<file path="src/ex_pkg.sv">
`default_nettype none

package ex_pkg;

    // data path width
    localparam int xlen = 64;
    // fixed 32-bit encoding, no compressed ops
    localparam int inst_bytes = 4;

    typedef logic [xlen-1:0] xlen_t;
    typedef logic [4:0]      reg_addr_t;

    // instruction class from decode
    typedef enum logic [2:0] {
        alu_reg,
        alu_imm,
        lui,
        auipc,
        jal,
        jalr,
        branch
    } op_class_e;

    typedef enum logic [3:0] {
        add,
        sub,
        slt,
        sltu,
        xor_op,
        or_op,
        and_op,
        sll,
        srl,
        sra
    } alu_op_e;

    // encoded as funct3 so decode passes the field straight through
    typedef enum logic [2:0] {
        beq  = 3'b000,
        bne  = 3'b001,
        blt  = 3'b100,
        bge  = 3'b101,
        bltu = 3'b110,
        bgeu = 3'b111
    } branch_cond_e;

    // item from decode, rd is zero for branches
    typedef struct packed {
        xlen_t        pc;
        op_class_e    op_class;
        alu_op_e      alu_op;
        logic         word_op;
        branch_cond_e branch_cond;
        reg_addr_t    rd;
        reg_addr_t    rs1;
        reg_addr_t    rs2;
        xlen_t        src1;
        xlen_t        src2;
        // sign-extended by decode
        xlen_t        imm;
    } id_ex_t;

    // writeback seen from a later stage
    typedef struct packed {
        logic      write;
        reg_addr_t rd;
        xlen_t     data;
    } fwd_t;

    typedef struct packed {
        xlen_t     pc;
        reg_addr_t rd;
        xlen_t     result;
    } ex_mem_t;

    typedef struct packed {
        xlen_t rs1_val;
        xlen_t rs2_val;
        xlen_t op_a;
        xlen_t op_b;
    } operands_t;

endpackage

`default_nettype wire

</file>
<file path="src/ex_alu.sv">
`timescale 1ns/1ps
`default_nettype none

module ex_alu (
    input  ex_pkg::alu_op_e alu_op,
    input  logic            word_op,
    input  ex_pkg::xlen_t   op_a,
    input  ex_pkg::xlen_t   op_b,
    output ex_pkg::xlen_t   result
);
    import ex_pkg::*;

    logic [5:0] shamt;
    xlen_t      shift_src;
    xlen_t      raw;

    // word ops only look at 5 bits of shift amount
    assign shamt = word_op ? {1'b0, op_b[4:0]} : op_b[5:0];

    // right shifts on words start from the low half
    always_comb begin
        if (!word_op) begin
            shift_src = op_a;
        end else if (alu_op == sra) begin
            shift_src = {{(xlen - 32){op_a[31]}}, op_a[31:0]};
        end else begin
            shift_src = {{(xlen - 32){1'b0}}, op_a[31:0]};
        end
    end

    always_comb begin
        case (alu_op)
            add:    raw = op_a + op_b;
            sub:    raw = op_a - op_b;
            slt:    raw = xlen_t'($signed(op_a) < $signed(op_b));
            sltu:   raw = xlen_t'(op_a < op_b);
            xor_op: raw = op_a ^ op_b;
            or_op:  raw = op_a | op_b;
            and_op: raw = op_a & op_b;
            // sllw only keeps bits 31:0, upper half is dropped below
            sll:    raw = op_a << shamt;
            srl:    raw = shift_src >> shamt;
            sra:    raw = $signed(shift_src) >>> shamt;
            default: raw = '0;
        endcase
    end

    // addw, subw and the word shifts
    // sign-extend from bit 31
    assign result = word_op ? {{(xlen - 32){raw[31]}}, raw[31:0]} : raw;

endmodule

`default_nettype wire

</file>
<file path="src/ex_branch_unit.sv">
`timescale 1ns/1ps
`default_nettype none

module ex_branch_unit (
    input  logic              item_valid,
    input  logic              handoff,
    input  ex_pkg::id_ex_t    item,
    input  ex_pkg::operands_t operands,
    output logic              pc_update,
    output ex_pkg::xlen_t     dnpc
);
    import ex_pkg::*;

    logic  cond_met;
    logic  is_jump;
    logic  is_branch;
    logic  predicted;
    xlen_t target;
    xlen_t seq_pc;

    // compare on forwarded values
    always_comb begin
        case (item.branch_cond)
            beq:     cond_met = operands.rs1_val == operands.rs2_val;
            bne:     cond_met = operands.rs1_val != operands.rs2_val;
            blt:     cond_met = $signed(operands.rs1_val) < $signed(operands.rs2_val);
            bge:     cond_met = $signed(operands.rs1_val) >= $signed(operands.rs2_val);
            bltu:    cond_met = operands.rs1_val < operands.rs2_val;
            bgeu:    cond_met = operands.rs1_val >= operands.rs2_val;
            default: cond_met = 1'b0;
        endcase
    end

    assign is_jump   = (item.op_class == jal) || (item.op_class == jalr);
    assign is_branch = item.op_class == branch;
    // decode guessed backward taken, forward not taken
    assign predicted = item.imm[xlen-1];

    // jalr is register relative, everything else pc relative
    assign target = ((item.op_class == jalr) ? operands.rs1_val : item.pc) + item.imm;
    assign seq_pc = item.pc + xlen_t'(inst_bytes);
    assign dnpc   = (is_jump || (is_branch && cond_met)) ? target : seq_pc;

    // fetch only hears about it when the item really leaves
    assign pc_update = handoff && (is_jump || (is_branch && (cond_met != predicted)));

    always_comb begin
        a_update_needs_item: assert (!pc_update || item_valid);
    end

endmodule

`default_nettype wire

</file>
<file path="src/ex_operand_unit.sv">
`timescale 1ns/1ps
`default_nettype none

module ex_operand_unit (
    input  ex_pkg::id_ex_t    item,
    input  ex_pkg::fwd_t      mem_fwd,
    input  ex_pkg::fwd_t      wb_fwd,
    output ex_pkg::operands_t operands
);
    import ex_pkg::*;

    logic uses_rs2;

    // youngest writer wins, x0 is hardwired and never replaced
    function automatic xlen_t resolve(
        input reg_addr_t src,
        input xlen_t     decoded,
        input logic      enable,
        input fwd_t      mem_f,
        input fwd_t      wb_f
    );
        xlen_t val;
        val = decoded;
        if (enable && src != '0) begin
            if (mem_f.write && mem_f.rd == src) begin
                val = mem_f.data;
            end else if (wb_f.write && wb_f.rd == src) begin
                val = wb_f.data;
            end
        end
        return val;
    endfunction

    always_comb begin
        // only register ops and branches read rs2
        uses_rs2 = (item.op_class == alu_reg) || (item.op_class == branch);

        operands.rs1_val = resolve(item.rs1, item.src1, 1'b1, mem_fwd, wb_fwd);
        operands.rs2_val = resolve(item.rs2, item.src2, uses_rs2, mem_fwd, wb_fwd);

        // operand a
        case (item.op_class)
            lui:              operands.op_a = '0;
            auipc, jal, jalr: operands.op_a = item.pc;
            default:          operands.op_a = operands.rs1_val;
        endcase

        // operand b, jumps add the link offset
        case (item.op_class)
            alu_imm, lui, auipc: operands.op_b = item.imm;
            jal, jalr:           operands.op_b = xlen_t'(inst_bytes);
            default:             operands.op_b = operands.rs2_val;
        endcase

        // x0 and an unread rs2 keep what decode read
        a_no_x0_fwd: assert ((item.rs1 != '0 || operands.rs1_val == item.src1) &&
                             ((item.rs2 != '0 && uses_rs2) ||
                              operands.rs2_val == item.src2));
    end

endmodule

`default_nettype wire

</file>
<file path="src/ex_stage.sv">
`timescale 1ns/1ps
`default_nettype none

module ex_stage (
    input  logic            clk,
    input  logic            rst_n,
    input  logic            in_valid,
    output logic            in_ready,
    input  ex_pkg::id_ex_t  in_bus,
    output logic            out_valid,
    input  logic            out_ready,
    output ex_pkg::ex_mem_t out_bus,
    input  ex_pkg::fwd_t    mem_fwd,
    input  ex_pkg::fwd_t    wb_fwd,
    input  logic            branch_flush,
    output logic            pc_update,
    output ex_pkg::xlen_t   dnpc
);
    import ex_pkg::*;

    logic      item_valid;
    id_ex_t    item;
    operands_t operands;
    xlen_t     alu_result;
    logic      handoff;

    // single-cycle stage, MEM ready propagates straight back
    assign in_ready  = out_ready;
    assign out_valid = item_valid;
    assign handoff   = item_valid && out_ready;

    ex_stage_reg i_stage_reg (
        .clk        (clk),
        .rst_n      (rst_n),
        .flush      (branch_flush),
        .in_valid   (in_valid),
        .in_bus     (in_bus),
        .advance    (out_ready),
        .item_valid (item_valid),
        .item       (item)
    );

    ex_operand_unit i_operand_unit (
        .item     (item),
        .mem_fwd  (mem_fwd),
        .wb_fwd   (wb_fwd),
        .operands (operands)
    );

    ex_alu i_alu (
        .alu_op  (item.alu_op),
        .word_op (item.word_op),
        .op_a    (operands.op_a),
        .op_b    (operands.op_b),
        .result  (alu_result)
    );

    ex_branch_unit i_branch_unit (
        .item_valid (item_valid),
        .handoff    (handoff),
        .item       (item),
        .operands   (operands),
        .pc_update  (pc_update),
        .dnpc       (dnpc)
    );

    // jumps carry pc + 4 as their link value here
    assign out_bus = '{pc: item.pc, rd: item.rd, result: alu_result};

    // accepted and not flushed, so it shows up one cycle later
    a_one_cycle: assert property (
        @(posedge clk) disable iff (!rst_n)
        in_valid && in_ready && !branch_flush |=> out_valid
    );

    // stalled output stays put while forwarding sources are quiet
    a_hold_stable: assert property (
        @(posedge clk) disable iff (!rst_n)
        $past(out_valid && !out_ready) && $stable(mem_fwd) && $stable(wb_fwd)
            |-> $stable(out_bus)
    );

endmodule

`default_nettype wire

</file>
<file path="src/ex_stage_reg.sv">
`timescale 1ns/1ps
`default_nettype none

module ex_stage_reg (
    input  logic           clk,
    input  logic           rst_n,
    input  logic           flush,
    input  logic           in_valid,
    input  ex_pkg::id_ex_t in_bus,
    input  logic           advance,
    output logic           item_valid,
    output ex_pkg::id_ex_t item
);

    // valid bit, flush beats a load
    always_ff @(posedge clk or negedge rst_n) begin
        if (!rst_n) begin
            item_valid <= 1'b0;
        end else if (flush) begin
            item_valid <= 1'b0;
        end else if (advance) begin
            item_valid <= in_valid;
        end
    end

    // payload only moves with advance
    // stale contents are masked by item_valid
    always_ff @(posedge clk) begin
        if (advance) begin
            item <= in_bus;
        end
    end

    // a flushed slot is empty on the next cycle, whatever advance did
    a_flush_empties: assert property (
        @(posedge clk) disable iff (!rst_n)
        flush |=> !item_valid
    );

endmodule

`default_nettype wire

</file>
<file path="config.mk">
export PLATFORM = sky130hd
export DESIGN_NAME = ex_stage
export DESIGN_NICKNAME = d
export VERILOG_FILES = /design/src/ex_pkg.sv /design/src/ex_alu.sv /design/src/ex_branch_unit.sv /design/src/ex_operand_unit.sv /design/src/ex_stage.sv /design/src/ex_stage_reg.sv
export SDC_FILE = /design/constraint.sdc
export NUM_CORES = 2
export LEC_CHECK = 0
export ABC_AREA = 0
export BUFFER_PORTS_ARGS = -buffer_cell sky130_fd_sc_hd__buf_2
export CORE_AREA = 5 5 349 351
export DETAILED_ROUTE_END_ITERATION = 8
export DIE_AREA = 0 0 354 356
export SYNTH_ARGS = -nofsm -noshare
export SYNTH_HDL_FRONTEND = slang
export SYNTH_SLANG_ARGS = --single-unit
</file>
<file path="constraint.sdc">
create_clock -name clk -period 7.4 [get_ports clk]
set_clock_uncertainty 0.1 [all_clocks]
set_input_delay 0.37 -clock clk [delete_from_list [all_inputs] [get_ports clk]]
set_output_delay 0.37 -clock clk [all_outputs]
set_load 0.01 [all_outputs]
</file>
* Word-level counts from Yosys, hierarchy flattened
Index checks and enable logic that the tools add are counted.
Storage, ports and cells: register bits 283, latch bits 0, RAM bits 0, memory bits (read-only) 0, output and inout bits 200, logic and storage cells 95, memories kept 0
Operators by class: add/sub/neg operators 4, multipliers 0, div/mod/pow operators 0, $lt $le $gt $ge 6, equal/unequal tests 27, shift operators 3, multiplexer cells 18, bitwise operators 3, reduce and logical (&&, ||, !) cells 22
Operator list (number):
- $mux W64 | 11
- $pmux W64 S10 | 1
- $lt A64 B64 Y1 | 4
- $pmux W64 S2 | 2
- $add A64 B64 Y64 | 2
- $ge A64 B64 Y1 | 2
- $add A64 B3 Y64 const B | 1
- $and A64 B64 Y64 | 1
- $eq A64 B64 Y1 | 1
- $ne A64 B64 Y1 | 1
- $or A64 B64 Y64 | 1
- $shl A64 B6 Y64 | 1
- $shr A64 B6 Y64 | 1
- $sshr A64 B6 Y64 | 1
- $sub A64 B64 Y64 | 1
- $xor A64 B64 Y64 | 1
- $eq A3 B3 Y1 const B | 7
- $eq A5 B5 Y1 | 4
- $eq A4 B3 Y1 const B | 4
- $reduce_bool A5 Y1 | 2
- $logic_and A1 B1 Y1 | 9
- $eq A4 B2 Y1 const B | 2
- $eq A4 B4 Y1 const B | 2
- $eq A3 B1 Y1 const B | 2
- 12 further kinds | 19

* Longest topological paths before layout
depth in word-level cells 11, depth in mapped cells 28, depth with buffers taken out 22

* By module
A second synthesis with hierarchy kept.
Unflattened totals: cells, all modules 5414, area, all modules 42224.2 um^2
Modules (own cells, without submodules):
- ex_alu | times used 1, cells each 3091, area each 19748.9 um^2
- ex_stage_reg | times used 1, cells each 285, area each 8506.9 um^2
- ex_branch_unit | times used 1, cells each 1107, area each 8122.8 um^2
- ex_operand_unit | times used 1, cells each 929, area each 5831.8 um^2
- ex_stage | times used 1, cells each 2, area each 13.8 um^2

* Worst setup path before layout
OpenSTA, ideal clock, no wires.
path kind reg2out, from reg i_stage_reg.item[192] (netlist name), to out out_bus[59] (netlist bit), arrival 6323 ps, required time 6930 ps, setup slack 607 ps, cell stages (with the launch flop) 24, path buffers 4, cell sequence edfxtp_1 or4_1 o211ai_2 or4_1 o31ai_1 a2111oi_4 buf_2 clkbuf_1 buf_1 clkbuf_1 ha_1 inv_1 o311a_1 o21ai_1 o31a_1 o41a_1 o211a_1 o31a_1 o31a_1 o311ai_1 o311ai_0 or4_1 o21ai_0 o311ai_1
RTL lines:
- to (decl) | RTL line ex_stage.sv:12 | output ex_pkg::ex_mem_t out_bus,

==> reports/results.tsv <==
stage	metric	value	unit
status	status	finished, final reports clean	
logic_synthesis	synth_edf_count	282	
place	place_area	47400	µm²
worst_setup_path	critPathMaxStageDelay	450	ps
die	start_util	0.345	
power_and_ir_drop	p_clk_frac	0.137	
route	route.vias.total	50700	
run	cap_violations	0	
die	die_width	354	µm
route	wl_per_cell	33.3	µm
logic_synthesis	synth_flop_cell	edfxtp_1	
timing	relSlewSlack	0.120	
worst_setup_path	crit_type	register to primary output	
worst_setup_path	cpMostUsedCell	buf_4	
final_layout	nNetsFinal	6939	
grt	antenna_found_initial	43	
min_path	hold_depth	1	
timing	slew_viol_final	0	
logic_synthesis	ys_types	104	
place	dp_hpwl	205	mm
grt	grt_pass1_vias	47900	
min_path	hold_end	i_stage_reg.item[209]	
route	dr.pass1.iters	8	
clock_network	clock_latency	590	ps
logic_synthesis	synth.avg_cell_area	7.85	µm²
timing	final.setup.tns	0	ps
logic_synthesis	synth_warnings	0	
grt	grt_pass1_wl	357	mm
timing	setup-violations-final	0	
place	portBuffers	626	
route	postRouteAntennaNets	0	
die	io_pins	627	
clock_network	cts_buffer_depth	3	
final_layout	final_common_cell	buf_2	
clock_network	numCtsBuffers	30	
power_and_ir_drop	swShare	0.515	
final_layout	postLayoutCellArea	52900	µm²
route	viasPerCell	6.50	
min_path	hold_class	input port to register	
min_path	min_from	in_bus[209]	
worst_setup_path	reg2reg_to	i_stage_reg.item_valid	
die	core_area	119000	µm²
power_and_ir_drop	switching_power	6.07	mW
worst_setup_path	start_kind	register	
clock_network	clkTransAtPathRegs	60	ps
logic_synthesis	ys_ff_latch	283	
power_and_ir_drop	pwr-share-seq	0.178	
route	drt_iter0_markers	6937	
worst_setup_path	r2r_setup_slack	6010	ps
power_and_ir_drop	p_int	5.71	mW
timing	fmaxAchievable	0.136	GHz
worst_setup_path	critPathMaxFanout	22	
timing	tightest_slew	1310	ps
clock_network	h-tree-depth	1	
logic_synthesis	seq_area_frac_synth	0.207	
logic_synthesis	async_flop_share	0.00353	
worst_setup_path	cpLargestDelayFamily	compound AO/OA/AOI/OAI gates	
power_and_ir_drop	leakagePower	22.2	nW
final_layout	final_cell_mix	buf_2 (625), nand2_1 (469), nor2_1 (460), buf_4 (425), a21oi_1 (372)	
die	row_count	127	
clock_network	cts.sinks	283	
final_layout	fill_cells	11800	
timing	hold_viol_final	0	
power_and_ir_drop	combPwrFrac	0.685	
die	dieArea	126000	µm²
final_layout	area_growth	29.0	%
logic_synthesis	synth_fp_nets	5975	
route	drt_wl_total	260	mm
grt	grt_use_total	0.385	
logic_synthesis	netlist_instances	5224	
power_and_ir_drop	ir_worst_vdd	0.210	mV
timing	rsz0062_at_grt	yes	
timing	final.min_clock_period	7330	ps
power_and_ir_drop	powerDensity	223	nW/µm²
die	die_y	356	µm
worst_setup_path	arrival	6860	ps
logic_synthesis	syn-cell-area	41000	µm²
grt	grt_max_degree	141	
final_layout	drive_gt1_frac	0.237	
clock_network	cts_root_buf	clkbuf_16	
place	gp_congestion	1.11	
worst_setup_path	cpMaxStageDelayCell	edfxtp_1	
route	drc	0	
worst_setup_path	cp.required	6930	ps
worst_setup_path	endpoint_kind	primary output	
timing	fin_crit_sh	0.991	
worst_setup_path	reg2reg_from	i_stage_reg.item_valid	
worst_setup_path	path_buf_inv	8	
worst_setup_path	r2r_cells	3	
clock_network	cts_tree	done	
grt	globalRoute.totalOverflow	0	
## flip-flops by register name (all words and copies together) (netlist names)
| signal | cells |
|---|---|
| i_stage_reg.item | 282 |
| i_stage_reg.item_valid | 1 |
## per-stage QoR
step / util / setup slack [ps] / power [mW] / hold WS [ps] / std cells
after floorplan: - / 607 / 6.30 / -25.6 / 5224
after CTS: 0.437 / -0.808 / 11.3 / 14.2 / 7717
after global placement: 0.399 / -290 / 9.48 / 45.3 / 7356
final: 0.445 / 69.2 / 11.8 / 43.1 / 7795
after global routing: 0.445 / -59.3 / 12.2 / 6.61 / 7777
after detailed placement: 0.399 / -429 / 9.43 / 47.7 / 7356
## kinds of logic (layout without fill, tap and decap cells)
kind of cell | after synthesis | count (layout) | share of synthesized area
AO/OA/AOI/OAI | 1927 | 1932 | 0.323
AND/OR/NAND/NOR | 1460 | 1463 | 0.163
buffers and inverters | 654 | 1630 | 0.0699
multiplexers | 379 | 379 | 0.0956
adder cells (fa/ha/maj) | 324 | 324 | 0.0994
flip-flops | 283 | 283 | 0.207
XOR/XNOR | 197 | 197 | 0.0421
other | 0 | 39 | 0
## synth_stat cells (all sizes together) (30+ instances only)
| library cell | count | area (µm²) |
|---|---|---|
| a221oi | 94 | 1130 |
| o21bai | 42 | 315 |
| o211ai | 78 | 604 |
| nand3 | 99 | 495 |
| nand2 | 475 | 1790 |
| inv | 210 | 788 |
| o22ai | 176 | 1110 |
| clkbuf | 255 | 957 |
| mux2 | 92 | 1040 |
| and3 | 38 | 238 |
| mux2i | 287 | 2880 |
| buf | 187 | 1110 |
| nor2b | 35 | 219 |
| a21o | 98 | 736 |
| a31oi | 47 | 294 |
| o31ai | 41 | 308 |
| o21a | 30 | 225 |
| o221ai | 55 | 482 |
| nor2 | 474 | 1790 |
| ha | 321 | 4020 |
| nand2b | 33 | 206 |
| nor4 | 33 | 213 |
| edfxtp | 282 | 8470 |
| a21oi | 376 | 1880 |
| o21ai | 412 | 2070 |
| and2 | 56 | 350 |
| a211oi | 109 | 848 |
| nor3 | 78 | 402 |
| nand4 | 53 | 332 |
| a22o | 90 | 788 |
| a22oi | 78 | 586 |
| xnor2 | 139 | 1220 |
| xor2 | 58 | 508 |
## repair_timing
item,in CTS,in global routing
endpoints found under the hold margin,281,1
hold buffers,283,1
resized for setup,92,116
endpoints found under the setup margin,92,95
pin swaps,22,43
setup buffers,21,32
gates cloned,5,6
## worst max path at each step
| stage | slack (ps) | cells past startpoint | from | end |
|---|---|---|---|---|
| 2_1_floorplan | 610 | 23 | i_stage_reg.item[192] | out_bus[59] |
| 3_3_place_gp | -290 | 24 | mem_fwd[67] | dnpc[32] |
| 3_5_place_dp | -430 | 23 | i_stage_reg.item[201] | dnpc[32] |
| 4_1_cts | -0.8 | 26 | i_stage_reg.item[200] | out_bus[59] |
| 5_1_grt | -60 | 24 | i_stage_reg.item[200] | dnpc[57] |
| 6_report | 70 | 25 | i_stage_reg.item[201] | out_bus[63] |
## power groups by stage
| stage | sequential, mW | combinational [mW] | clock [mW] |
|---|---|---|---|
| 2_1_floorplan | 2.01 | 4.29 | 0 |
| 3_3_place_gp | 2.12 | 7.36 | 0 |
| 3_5_place_dp | 2.12 | 7.31 | 0 |
| 4_1_cts | 2.09 | 7.58 | 1.62 |
| 5_1_grt | 2.10 | 8.39 | 1.69 |
| 6_report | 2.10 | 8.07 | 1.61 |
## per-layer routing
metal  track usage  vias up  part of all wire
li1              -    21700                 -
met1         0.501    24400              0.39
met2         0.594     3762              0.43
met3        0.0920      739              0.11
met4         0.200       14             0.066
met5             0        -           0.00037
## cell type report
class | instances | area, µm² | share of cell area
inverters | 212 | 802 | 0.0152
clock buffers | 37 | 798 | 0.0151
flip-flops and latches | 283 | 8490 | 0.161
repair buffers | 1366 | 9740 | 0.184
diodes | 39 | 97.6 | 0.00185
multi-input cells | 4295 | 30800 | 0.582
clock inverters | 15 | 213 | 0.00402
well taps | 1548 | 1940 | 0.0366
No activity file was read; power rests on OpenSTA's default activity.
